## src/hdl/ce_pkg.sv

```systemverilog
`default_nettype none

package ce_pkg;

   // ----------------------------------------------------------------------
   // Widths with a meaning of their own
   // ----------------------------------------------------------------------
   typedef logic [31:0] addr_t;       // Host or device byte address
   typedef logic [63:0] data_t;       // One copied word
   typedef logic [15:0] len_t;        // Copy length in words
   typedef logic [7:0]  mmio_addr_t;  // MMIO register offset
   typedef logic [3:0]  credit_t;     // Credit or occupancy count

   // Copy control FSM
   typedef enum logic [1:0] {
      CE_IDLE,
      CE_RUN,
      CE_DONE
   } ctrl_state_t;

   // ----------------------------------------------------------------------
   // Sizing
   // ----------------------------------------------------------------------
   localparam int CE_REQ_CREDITS = 4;   // Host request credits after reset
   localparam int CE_CPL_DEPTH   = 8;   // Completion FIFO entries
   localparam int CE_CPL_AW      = $clog2(CE_CPL_DEPTH);

   typedef logic [CE_CPL_AW-1:0] cpl_ptr_t;

   localparam addr_t        CE_ADDR_STEP = 32'd8;  // Bytes per word
   localparam logic [15:0]  CE_FEAT_ID   = 16'h00CE;

   // ----------------------------------------------------------------------
   // Register map
   // ----------------------------------------------------------------------
   localparam mmio_addr_t CE_REG_ID     = 8'h00;
   localparam mmio_addr_t CE_REG_SRC    = 8'h08;
   localparam mmio_addr_t CE_REG_DST    = 8'h10;
   localparam mmio_addr_t CE_REG_LEN    = 8'h18;
   localparam mmio_addr_t CE_REG_CTRL   = 8'h20;  // Bit 0 rings the doorbell
   localparam mmio_addr_t CE_REG_STATUS = 8'h28;  // busy, done, err, count[31:16]

endpackage

`default_nettype wire

```

## src/hdl/ce_csr.sv

```systemverilog
`timescale 1ns/100ps
`default_nettype none

module ce_csr (
   input  logic                 fim_clk,
   input  logic                 rst_n,

   input  logic                 mmio_wr_valid,
   input  logic                 mmio_rd_valid,
   input  ce_pkg::mmio_addr_t   mmio_addr,
   input  ce_pkg::data_t        mmio_wdata,
   output logic                 mmio_rd_ack,
   output ce_pkg::data_t        mmio_rdata,

   input  logic                 busy,
   input  logic                 done,
   input  logic                 err,
   input  ce_pkg::len_t         count,

   output ce_pkg::addr_t        src_addr,
   output ce_pkg::addr_t        dst_addr,
   output ce_pkg::len_t         len,
   output logic                 doorbell
);

   logic          db_write;
   ce_pkg::data_t rd_mux;

   assign db_write = mmio_wr_valid && (mmio_addr == ce_pkg::CE_REG_CTRL) && mmio_wdata[0];

   // ----------------------------------------------------------------------
   // Descriptor registers
   // ----------------------------------------------------------------------
   always_ff @(posedge fim_clk or negedge rst_n) begin
      if (!rst_n) begin
         src_addr <= '0;
         dst_addr <= '0;
         len      <= '0;
      end else if (mmio_wr_valid) begin
         case (mmio_addr)
            ce_pkg::CE_REG_SRC: src_addr <= mmio_wdata[31:0];
            ce_pkg::CE_REG_DST: dst_addr <= mmio_wdata[31:0];
            ce_pkg::CE_REG_LEN: len      <= mmio_wdata[15:0];
            default: ;
         endcase
      end
   end

   // One-cycle doorbell, dropped while a copy is running or just launched
   always_ff @(posedge fim_clk or negedge rst_n) begin
      if (!rst_n) begin
         doorbell <= 1'b0;
      end else begin
         doorbell <= db_write && !busy && !doorbell;
      end
   end

   // ----------------------------------------------------------------------
   // Read path
   // ----------------------------------------------------------------------
   always_comb begin
      rd_mux = '0;  // Unmapped offsets read zero
      case (mmio_addr)
         ce_pkg::CE_REG_ID:     rd_mux[15:0] = ce_pkg::CE_FEAT_ID;
         ce_pkg::CE_REG_SRC:    rd_mux[31:0] = src_addr;
         ce_pkg::CE_REG_DST:    rd_mux[31:0] = dst_addr;
         ce_pkg::CE_REG_LEN:    rd_mux[15:0] = len;
         ce_pkg::CE_REG_STATUS: begin
            rd_mux[31:16] = count;
            rd_mux[2:0]   = {err, done, busy};
         end
         default: ;
      endcase
   end

   always_ff @(posedge fim_clk or negedge rst_n) begin
      if (!rst_n) begin
         mmio_rd_ack <= 1'b0;
      end else begin
         mmio_rd_ack <= mmio_rd_valid;
      end
   end

   always_ff @(posedge fim_clk) begin
      if (mmio_rd_valid) begin
         mmio_rdata <= rd_mux;
      end
   end

endmodule

`default_nettype wire

```

## src/hdl/ce_ctrl.sv

```systemverilog
`timescale 1ns/100ps
`default_nettype none

module ce_ctrl (
   input  logic           fim_clk,
   input  logic           rst_n,

   input  logic           doorbell,   // From the CSR block
   input  ce_pkg::len_t   len,
   input  logic           wr_beat,    // One per accepted device write

   output logic           start,
   output logic           busy,
   output logic           done,
   output logic           err,
   output ce_pkg::len_t   count
);

   ce_pkg::ctrl_state_t state;
   ce_pkg::len_t        count_next;

   assign count_next = count + ce_pkg::len_t'(1);

   // ----------------------------------------------------------------------
   // Copy FSM
   // ----------------------------------------------------------------------
   always_ff @(posedge fim_clk or negedge rst_n) begin
      if (!rst_n) begin
         state <= ce_pkg::CE_IDLE;
         start <= 1'b0;
         err   <= 1'b0;
         count <= '0;
      end else begin
         start <= 1'b0;  // Pulse only
         case (state)
            ce_pkg::CE_IDLE,
            ce_pkg::CE_DONE: begin
               if (doorbell) begin
                  count <= '0;
                  if (len != '0) begin
                     state <= ce_pkg::CE_RUN;
                     start <= 1'b1;
                     err   <= 1'b0;
                  end else begin
                     // Nothing to copy, flag it and finish at once
                     state <= ce_pkg::CE_DONE;
                     err   <= 1'b1;
                  end
               end
            end

            ce_pkg::CE_RUN: begin
               if (wr_beat) begin
                  count <= count_next;
                  if (count_next == len) begin
                     state <= ce_pkg::CE_DONE;  // Last word landed
                  end
               end
            end

            default: begin
               state <= ce_pkg::CE_IDLE;
            end
         endcase
      end
   end

   // Status flags follow the state register directly
   assign busy = (state == ce_pkg::CE_RUN);
   assign done = (state == ce_pkg::CE_DONE);

endmodule

`default_nettype wire

```

## src/hdl/ce_rd_req_gen.sv

```systemverilog
`timescale 1ns/100ps
`default_nettype none

module ce_rd_req_gen (
   input  logic              fim_clk,
   input  logic              rst_n,

   input  logic              start,
   input  ce_pkg::addr_t     src_addr,
   input  ce_pkg::len_t      len,

   input  logic              req_credit_return,
   input  logic              cpl_valid,
   input  ce_pkg::credit_t   buf_count,

   output logic              req_valid,
   output ce_pkg::addr_t     req_addr,
   output ce_pkg::credit_t   outstanding
);

   ce_pkg::addr_t   cur_addr;
   ce_pkg::len_t    remaining;
   ce_pkg::credit_t credits;
   logic [4:0]      room_used;   // Reserved FIFO entries

   assign room_used = {1'b0, outstanding} + {1'b0, buf_count};

   // Words left, a credit in hand and a FIFO slot for the completion
   assign req_valid = (remaining != '0) && (credits != '0) &&
                      (room_used < 5'(ce_pkg::CE_CPL_DEPTH));
   assign req_addr  = cur_addr;

   always_ff @(posedge fim_clk or negedge rst_n) begin
      if (!rst_n) begin
         cur_addr  <= '0;
         remaining <= '0;
      end else if (start) begin
         cur_addr  <= src_addr;
         remaining <= len;
      end else if (req_valid) begin
         cur_addr  <= cur_addr + ce_pkg::CE_ADDR_STEP;
         remaining <= remaining - ce_pkg::len_t'(1);
      end
   end

   // ----------------------------------------------------------------------
   // Credit and outstanding counters
   // ----------------------------------------------------------------------
   always_ff @(posedge fim_clk or negedge rst_n) begin
      if (!rst_n) begin
         credits     <= ce_pkg::credit_t'(ce_pkg::CE_REQ_CREDITS);
         outstanding <= '0;
      end else begin
         case ({req_valid, req_credit_return})
            2'b10:   credits <= credits - ce_pkg::credit_t'(1);
            2'b01:   credits <= credits + ce_pkg::credit_t'(1);
            default: ;  // Both or neither
         endcase
         case ({req_valid, cpl_valid})
            2'b10:   outstanding <= outstanding + ce_pkg::credit_t'(1);
            2'b01:   outstanding <= outstanding - ce_pkg::credit_t'(1);
            default: ;
         endcase
      end
   end

endmodule

`default_nettype wire

```

## src/hdl/ce_cpl_buf.sv

```systemverilog
`timescale 1ns/100ps
`default_nettype none

module ce_cpl_buf (
   input  logic              fim_clk,
   input  logic              rst_n,

   input  logic              cpl_valid,   // No back-pressure, room is reserved
   input  ce_pkg::data_t     cpl_data,
   input  logic              pop,

   output logic              head_valid,
   output ce_pkg::data_t     head_data,
   output ce_pkg::credit_t   buf_count
);

   ce_pkg::data_t    mem [ce_pkg::CE_CPL_DEPTH];
   ce_pkg::cpl_ptr_t wr_ptr;
   ce_pkg::cpl_ptr_t rd_ptr;
   logic             do_pop;

   assign head_valid = (buf_count != '0);
   assign head_data  = mem[rd_ptr];
   assign do_pop     = pop && head_valid;

   // Storage
   always_ff @(posedge fim_clk) begin
      if (cpl_valid) begin
         mem[wr_ptr] <= cpl_data;
      end
   end

   // ----------------------------------------------------------------------
   // Pointers and occupancy
   // ----------------------------------------------------------------------
   always_ff @(posedge fim_clk or negedge rst_n) begin
      if (!rst_n) begin
         wr_ptr    <= '0;
         rd_ptr    <= '0;
         buf_count <= '0;
      end else begin
         if (cpl_valid) begin
            wr_ptr <= wr_ptr + ce_pkg::cpl_ptr_t'(1);  // Wraps at depth
         end
         if (do_pop) begin
            rd_ptr <= rd_ptr + ce_pkg::cpl_ptr_t'(1);
         end
         case ({cpl_valid, do_pop})
            2'b10:   buf_count <= buf_count + ce_pkg::credit_t'(1);
            2'b01:   buf_count <= buf_count - ce_pkg::credit_t'(1);
            default: ;
         endcase
      end
   end

endmodule

`default_nettype wire

```

## src/hdl/ce_wr_master.sv

```systemverilog
`timescale 1ns/100ps
`default_nettype none

module ce_wr_master (
   input  logic            fim_clk,
   input  logic            rst_n,

   input  logic            start,
   input  ce_pkg::addr_t   dst_addr,

   input  logic            head_valid,
   input  ce_pkg::data_t   head_data,
   output logic            pop,

   output logic            wr_valid,
   output ce_pkg::addr_t   wr_addr,
   output ce_pkg::data_t   wr_data,
   input  logic            wr_ready,

   output logic            wr_beat
);

   logic accept;

   assign accept  = wr_valid && wr_ready;
   assign wr_beat = accept;

   // Output register is free when empty or being drained this cycle
   assign pop = head_valid && (!wr_valid || wr_ready);

   always_ff @(posedge fim_clk or negedge rst_n) begin
      if (!rst_n) begin
         wr_valid <= 1'b0;
      end else if (pop) begin
         wr_valid <= 1'b1;
      end else if (accept) begin
         wr_valid <= 1'b0;
      end
   end

   // Destination steps one word per accepted beat
   always_ff @(posedge fim_clk or negedge rst_n) begin
      if (!rst_n) begin
         wr_addr <= '0;
      end else if (start) begin
         wr_addr <= dst_addr;
      end else if (accept) begin
         wr_addr <= wr_addr + ce_pkg::CE_ADDR_STEP;
      end
   end

   always_ff @(posedge fim_clk) begin
      if (pop) begin
         wr_data <= head_data;  // Held until accepted
      end
   end

endmodule

`default_nettype wire

```

## src/hdl/ce_top.sv

```systemverilog
`timescale 1ns/100ps
`default_nettype none

module ce_top (
   input  logic                 fim_clk,
   input  logic                 rst_n,

   // MMIO
   input  logic                 mmio_wr_valid,
   input  logic                 mmio_rd_valid,
   input  ce_pkg::mmio_addr_t   mmio_addr,
   input  ce_pkg::data_t        mmio_wdata,
   output logic                 mmio_rd_ack,
   output ce_pkg::data_t        mmio_rdata,

   // Host requests and completions
   output logic                 req_valid,
   output ce_pkg::addr_t        req_addr,
   input  logic                 req_credit_return,
   input  logic                 cpl_valid,
   input  ce_pkg::data_t        cpl_data,

   // Device memory writes
   output logic                 wr_valid,
   output ce_pkg::addr_t        wr_addr,
   output ce_pkg::data_t        wr_data,
   input  logic                 wr_ready
);

   // ----------------------------------------------------------------------
   // Internal wires
   // ----------------------------------------------------------------------
   ce_pkg::addr_t   src_addr;
   ce_pkg::addr_t   dst_addr;
   ce_pkg::len_t    len;
   ce_pkg::len_t    count;
   logic            doorbell;
   logic            start;
   logic            busy;
   logic            done;
   logic            err;

   ce_pkg::credit_t buf_count;
   logic            head_valid;
   ce_pkg::data_t   head_data;
   logic            pop;
   logic            wr_beat;

   ce_csr i_ce_csr (
      .fim_clk       (fim_clk),
      .rst_n         (rst_n),
      .mmio_wr_valid (mmio_wr_valid),
      .mmio_rd_valid (mmio_rd_valid),
      .mmio_addr     (mmio_addr),
      .mmio_wdata    (mmio_wdata),
      .mmio_rd_ack   (mmio_rd_ack),
      .mmio_rdata    (mmio_rdata),
      .busy          (busy),
      .done          (done),
      .err           (err),
      .count         (count),
      .src_addr      (src_addr),
      .dst_addr      (dst_addr),
      .len           (len),
      .doorbell      (doorbell)
   );

   ce_ctrl i_ce_ctrl (
      .fim_clk  (fim_clk),
      .rst_n    (rst_n),
      .doorbell (doorbell),
      .len      (len),
      .wr_beat  (wr_beat),
      .start    (start),
      .busy     (busy),
      .done     (done),
      .err      (err),
      .count    (count)
   );

   ce_rd_req_gen i_ce_rd_req_gen (
      .fim_clk           (fim_clk),
      .rst_n             (rst_n),
      .start             (start),
      .src_addr          (src_addr),
      .len               (len),
      .req_credit_return (req_credit_return),
      .cpl_valid         (cpl_valid),
      .buf_count         (buf_count),
      .req_valid         (req_valid),
      .req_addr          (req_addr),
      .outstanding       ()
   );

   ce_cpl_buf i_ce_cpl_buf (
      .fim_clk    (fim_clk),
      .rst_n      (rst_n),
      .cpl_valid  (cpl_valid),
      .cpl_data   (cpl_data),
      .pop        (pop),
      .head_valid (head_valid),
      .head_data  (head_data),
      .buf_count  (buf_count)
   );

   ce_wr_master i_ce_wr_master (
      .fim_clk    (fim_clk),
      .rst_n      (rst_n),
      .start      (start),
      .dst_addr   (dst_addr),
      .head_valid (head_valid),
      .head_data  (head_data),
      .pop        (pop),
      .wr_valid   (wr_valid),
      .wr_addr    (wr_addr),
      .wr_data    (wr_data),
      .wr_ready   (wr_ready),
      .wr_beat    (wr_beat)
   );

endmodule

`default_nettype wire

```

## config.mk

```make
export PLATFORM = sky130hd
export DESIGN_NAME = ce_top
export DESIGN_NICKNAME = d
export VERILOG_FILES = /design/src/hdl/ce_pkg.sv /design/src/hdl/ce_csr.sv /design/src/hdl/ce_ctrl.sv /design/src/hdl/ce_rd_req_gen.sv /design/src/hdl/ce_cpl_buf.sv /design/src/hdl/ce_wr_master.sv /design/src/hdl/ce_top.sv
export SDC_FILE = /design/constraint.sdc
export NUM_CORES = 1
export LEC_CHECK = 0
export ABC_AREA = 1
export BUFFER_PORTS_ARGS = -buffer_cell sky130_fd_sc_hd__buf_4
export CELL_PAD_IN_SITES_DETAIL_PLACEMENT = 1
export CELL_PAD_IN_SITES_GLOBAL_PLACEMENT = 2
export CORE_MARGIN = 1.5
export CORE_UTILIZATION = 43
export CTS_CLUSTER_SIZE = 14
export DETAILED_ROUTE_END_ITERATION = 8
export PLACE_DENSITY = 0.82
export SYNTH_ARGS = -nofsm -noshare
export SYNTH_HDL_FRONTEND = slang
export SYNTH_SLANG_ARGS = --single-unit
```

## constraint.sdc

```tcl
create_clock -name fim_clk -period 6.75 [get_ports fim_clk]
set_input_delay 2.025 -clock fim_clk [delete_from_list [all_inputs] [get_ports fim_clk]]
set_output_delay 2.025 -clock fim_clk [all_outputs]
set_load 0.005 [all_outputs]
```

==> metrics, run 1 <==
routed wl met2 around 50000 µm; IO Port Bufs 273; crit start category flip-flop; PostCTS Resize Cnt 0; most common cell after layout, fill and taps aside edfxtp_1; Synth area leader edfxtp_1; worst reg2reg path depth 6; Vert. Die Dim approximately 280 µm; crit path DAT about 2.7 ns; Worst Tran Pin Value about 1.2 ns; Die X around 280 µm; Post-Syn Instances between 3000 and 4000; global-route wire length before repair about 160000 µm; fmax 0.2119 GHz; hpwl dp between 60000 and 70000 µm; Num CTS Buffers about 90; Max stage delay on crit path between 0.4 and 0.5 ns; reg2reg end i_ce_wr_master.wr_data[56]; clock slew at reported path FFs 0.06 ns; drt first pass iters 7; status completed; ys async rst share about a quarter; max_cap viols 0; fin util between 50% and 60%; Routed wire per std cell between 20 and 25 µm; area grow syn2layout 17.58%; GRT Overall Usage 25.26%; number of global-route vias before repair about 26000; Reg2Reg Launch Point i_ce_cpl_buf.rd_ptr[1]; post-synth top area share 53.74%; Crit Path Max Fanout 21; CP top delay family simple AND/OR/NAND/NOR gates; uppermost layer routed met5; Setup crit end kind output port; WHS Path Cells 1; final wirelength approximately 100000 µm; row count 102; fraction of layout cells with a size suffix above 1 between 10% and 20%; grt total ovfl 0; Core Area around 78000 µm²; M1 WL around 44000 µm; Most used DFF post-synth edfxtp_1; CTS tree yes; VDD IR max about 0.61 mV; register area share after synthesis roughly two thirds; pwr/cell area roughly 410 nW/µm²; HP Class reg -> reg; synth unique cells a little over 50; Buf/Inv on CP 2; Final Cycle Share approximately 70%; Setup Crit Path Kind reg -> out; GP Congestion 0.8917; relative slew slack just over 20%; drt first-iter violations around 1900; RSZ-0062 raised after global routing no; Post-synth EDFFs 608; Slew Limit Fails 0; initial antenna violation count 8; worst-case clock buffer depth 3; Clock Latency Late Sink 0.66 ns; die area between 80000 and 90000 µm²; hold_buf cts 0; Fin. Hold Viols 0; Yosys warning total 0; Post-CTS Setup Inserts 0; Starting Density between 40% and 50%; routed length on met3 5217 µm; drt drc 0; largest net degree at the start of global routing ~230; HP Start i_ce_rd_req_gen.credits[3]; Critical Path RT around 4.7 ns; syn avg cell area 11.32 µm²; Slowest cell on crit path dfrtp_1; H-tree Lvls 3; synthesis-stage register bit count a little over 800; Period minus WS final 4.718 ns; synth top area cells edfxtp_1, dfrtp_1, nor2_1; antenna-violating nets left 0; most frequent cells in the layout edfxtp_1, nor2_1, nand2_1; Post-Syn Area roughly 34000 µm²; I/O Pins approximately 340; Worst Skew between 0.02 and 0.025 ns; via count around 24000; Layout Nets ~3400; Hold Path End i_ce_rd_req_gen.credits[3]; final setup fails 0; crit-path cells ha_1, nor3_1, nand2_1, a21oi_1, nand2_2, inv_1, buf_4; Vias/cell approximately 5.6; clk sink count between 800 and 900; TNS Setup 0 ns; r2r setup slk between 3 and 4 ns; leak pwr between 0.01 and 0.015 µW; CTS Root Cell clkbuf_16
-- layer usage --
metal,vias up,GRT usage (%)
met4,8,7.407
met1,12510,33.71
li1,11000,-
met5,-,0
met3,164,4.406
met2,632,42.35
-- layout make-up --
| cell class | count | area (µm²) |
|---|---|---|
| fillers | 8228 | 37910 |
| flip-flops and latches | 809 | 23300 |
| multi-input cells | 1854 | 9306 |
| clock buffers | 107 | 2315 |
| repair buffers | 299 | 2313 |
| well taps | 1040 | 1301 |
| inverters | 196 | 748.2 |
| clock inverters | 60 | 654.4 |
| diodes | 4 | 10.01 |
-- per-stage QoR --
stage	power [µW]	std cells	hold slack (ns)	worst slack [ns]	instance area, µm²
floorplan	9511	3033	0.4423	1.034	34090
global placement	11190	4198	0.4634	2.210	36970
detailed placement	11440	4198	0.4587	2.098	36970
CTS	16410	4365	0.4730	1.920	39930
global route	17120	4367	0.5040	1.840	39940
finish	16270	4369	0.4719	2.032	39940
-- cells in the mapped netlist (all sizes together) (49+ instances only) --
master	number
inv	193
o21ai	363
clkbuf	95
o221ai	61
xor2	49
o22ai	80
nand3	92
a31oi	65
edfxtp	608
dfrtp	200
buf	79
nor2	537
nand2	407
-- power breakdown --
group,switching (µW),total [µW],internal [µW]
clock network,2100,4930,2830
logic,2980,4490,1510
registers,578,6860,6280
total,5650,16300,10600
-- kinds of logic after synthesis --
logic type,synth area share [%]
fa+ha+maj,0.8177
compound gates,10.61
buf+inv,4.604
simple gates,13.60
other cells,0.01104
xor+xnor,1.805
flops,68.55
-- worst max-delay path by stage --
stage                               from                         to  slack [ns]  cells after the start
2_1_floorplan                   wr_ready  i_ce_wr_master.wr_data[0]        1.03                      2
6_report       i_ce_cpl_buf.buf_count[3]                  req_valid        2.03                      7
3_3_place_gp                mmio_addr[7]      i_ce_csr.src_addr[18]        2.21                     10
5_1_grt        i_ce_cpl_buf.buf_count[3]                  req_valid        1.84                      7
3_5_place_dp                mmio_addr[1]           i_ce_csr.len[12]        2.10                      9
4_1_cts        i_ce_cpl_buf.buf_count[3]                  req_valid        1.92                      7
-- sequential cells by signal, summed over array words and instances, names as in the netlist --
signal and flops:
i_ce_cpl_buf.rd_ptr 3, i_ce_cpl_buf.mem 512, i_ce_ctrl.state 2, i_ce_csr.dst_addr 32
i_ce_cpl_buf.wr_ptr 3, i_ce_ctrl.err 1, i_ce_rd_req_gen.req_addr 32, i_ce_ctrl.start 1
i_ce_csr.doorbell 1, i_ce_ctrl.count 16, i_ce_rd_req_gen.credits 4, i_ce_rd_req_gen.outstanding 4
i_ce_csr.mmio_rdata 32, i_ce_csr.mmio_rd_ack 1, i_ce_wr_master.wr_valid 1, i_ce_csr.len 16
i_ce_wr_master.wr_addr 32, i_ce_wr_master.wr_data 64, i_ce_rd_req_gen.remaining 16, i_ce_cpl_buf.buf_count 4
i_ce_csr.src_addr 32
(Power assumes the default switching activity.)
==> run 2: changes to the inputs <==
--- a/config.mk
+++ b/config.mk
@@ -10,10 +10,10 @@
 export CELL_PAD_IN_SITES_DETAIL_PLACEMENT = 1
 export CELL_PAD_IN_SITES_GLOBAL_PLACEMENT = 2
 export CORE_MARGIN = 1.5
-export CORE_UTILIZATION = 43
+export CORE_UTILIZATION = 36
 export CTS_CLUSTER_SIZE = 14
 export DETAILED_ROUTE_END_ITERATION = 8
-export PLACE_DENSITY = 0.82
+export PLACE_DENSITY = 0.72
 export SYNTH_ARGS = -nofsm -noshare
 export SYNTH_HDL_FRONTEND = slang
 export SYNTH_SLANG_ARGS = --single-unit
==> constraint.sdc (replaced) <==
create_clock -name fim_clk -period 3.8 [get_ports fim_clk]
set_input_delay 1.14 -clock fim_clk [delete_from_list [all_inputs] [get_ports fim_clk]]
set_output_delay 1.14 -clock fim_clk [all_outputs]
set_load 0.005 [all_outputs]
==> run 2 against run 1 <==
  * Hold slack got worse by 0.037 ns
  * Combinational power increased by 84%
  * Critical path depth unchanged
  * Via count decreased by 1.4%
  * Global-route usage decreased by 4.1 points
  * Sequential power increased by 75%
  * Final cell count increased by 5.6%
  * Core utilization decreased by 8.0 points
  * Clock-buffer cell count increased by 9
  * Clock power increased by 75%
  * Critical endpoint unchanged
==> metrics, run 2 (synthesis results as in run 1) <==
status completed; drt first pass iters 5; Post-CTS Setup Inserts 0; Starting Density approximately 36%; max reg flops just over 500; leak pwr 0.01513 µW; PostCTS Resize Cnt 0; dpl ws between 0.7 and 0.8 ns; Fin. Hold Viols 0; Most flops, register i_ce_cpl_buf.mem; VDD IR max between 0.6 and 0.7 mV; Clock Latency Late Sink around 0.67 ns; most frequent cells in the layout edfxtp_1, nor2_1, nand2_1; clock slew at reported path FFs 0.06 ns; CTS tree yes; HP Class in -> async; final hold slack between 0.4 and 0.5 ns; relative slew slack a little over a third; via count approximately 24000; setup ws final ~0.31 ns; Post-DP Area between 30000 and 40000 µm²; largest net degree at the start of global routing between 200 and 250; number of global-route vias before repair 25600; fmax 0.2866 GHz; TNS Setup 0 ns; Layout Nets between 3000 and 4000; worst-case clock buffer depth 3; hold_buf cts 0; Worst Tran Pin Value between 0.9 and 1 ns; pwr/cell area between 700 and 800 nW/µm²; crit start category flip-flop; Reg2Reg Launch Point i_ce_cpl_buf.buf_count[3]; reg2reg end i_ce_rd_req_gen.credits[3]; crit path DAT approximately 2.4 ns; GP Congestion about 0.85; post-route cell area about 41000 µm²; Worst Skew ~0.024 ns; Largest regs i_ce_cpl_buf.mem: 512 flops, i_ce_wr_master.wr_data: 64 flops; CTS Root Cell clkbuf_16; IO Port Bufs approximately 270; Core Area between 90000 and 100000 µm²; Non-Filler Instances between 4000 and 5000; Vert. Die Dim 310.2 µm; H-tree Lvls 3; Num CTS Buffers 90; die area roughly 96000 µm²; Vias/cell 5.196; r2r setup slk approximately 0.83 ns; fraction of layout cells with a size suffix above 1 15.50%; hpwl dp between 60000 and 70000 µm; drt first-iter violations 1526; # placed instances approximately 4400; initial antenna violation count 8; max_cap viols 0; Critical Path RT around 2.7 ns; RSZ-0062 raised after global routing no; antenna-violating nets left 0; Routed wire per std cell between 20 and 25 µm; Crit Path Max Fanout 3; final setup fails 0; GRT Overall Usage 21.17%; area grow syn2layout 19.25%; Setup crit end kind output port; I/O Pins 338; grt total ovfl 0; global-route wire length before repair about 150000 µm; final wirelength between 100000 and 150000 µm; crit path launch i_ce_cpl_buf.buf_count[3]; Setup Crit Path Kind reg -> out; Slew Limit Fails 0; worst reg2reg path depth 14; drt drc 0; Die X 310.2 µm; clk sink count 809; row count about 110; most common cell after layout, fill and taps aside edfxtp_1; Period minus WS final ~3.5 ns; Final Cycle Share between 90 and 100%
-- run 2: layout make-up --
cell class,instances,area (µm²)
fill,10080,52960
tap,1254,1569
inverter,196,745.7
clock buffer,116,2401
timing repair buffer,329,2676
clock inverter,50,501.7
multi-input combinational,1854,9306
antenna,6,15.01
sequential,809,23300
-- run 2: power by group --
part | internal [µW] | switching (µW)
clock network | 4970 | 3630
logic | 2870 | 5390
registers | 11200 | 878
total | 19000 | 9900
-- run 2: worst max path at each step --
stage | end | slack [ns] | cells after the start
final | req_valid | 0.31 | 7
after global routing | req_valid | 0.20 | 7
after CTS | req_valid | 0.20 | 7
after detailed placement | i_ce_csr.src_addr[18] | 0.74 | 10
after global placement | i_ce_wr_master.wr_addr[16] | 0.82 | 7
after floorplan | i_ce_cpl_buf.mem[0][0] | -0.87 | 3
-- run 2: metrics by stage --
stage,utilization (%),total power [µW]
2_1_floorplan,-,16880
3_3_place_gp,40.22,20170
3_5_place_dp,40.22,20590
4_1_cts,43.33,29320
5_1_grt,43.34,30570
6_report,43.34,28900
-- run 2: critical path, cell delays in order, from the launching register on --
cell	delay [ns]
dfrtp_1	0.41
ha_1	0.30
nor3_1	0.21
nand2_1	0.08
a21oi_1	0.20
nand2_2	0.08
inv_1	0.23
buf_4	0.17
-- run 2: per-layer routing --
metal	track usage, %	part of all wire, %	up-vias
li1	-	-	11100
met1	27.45	44	12260
met2	35.71	49	465
met3	3.623	4.2	157
met4	7.487	3.0	4
met5	0	0.028	-
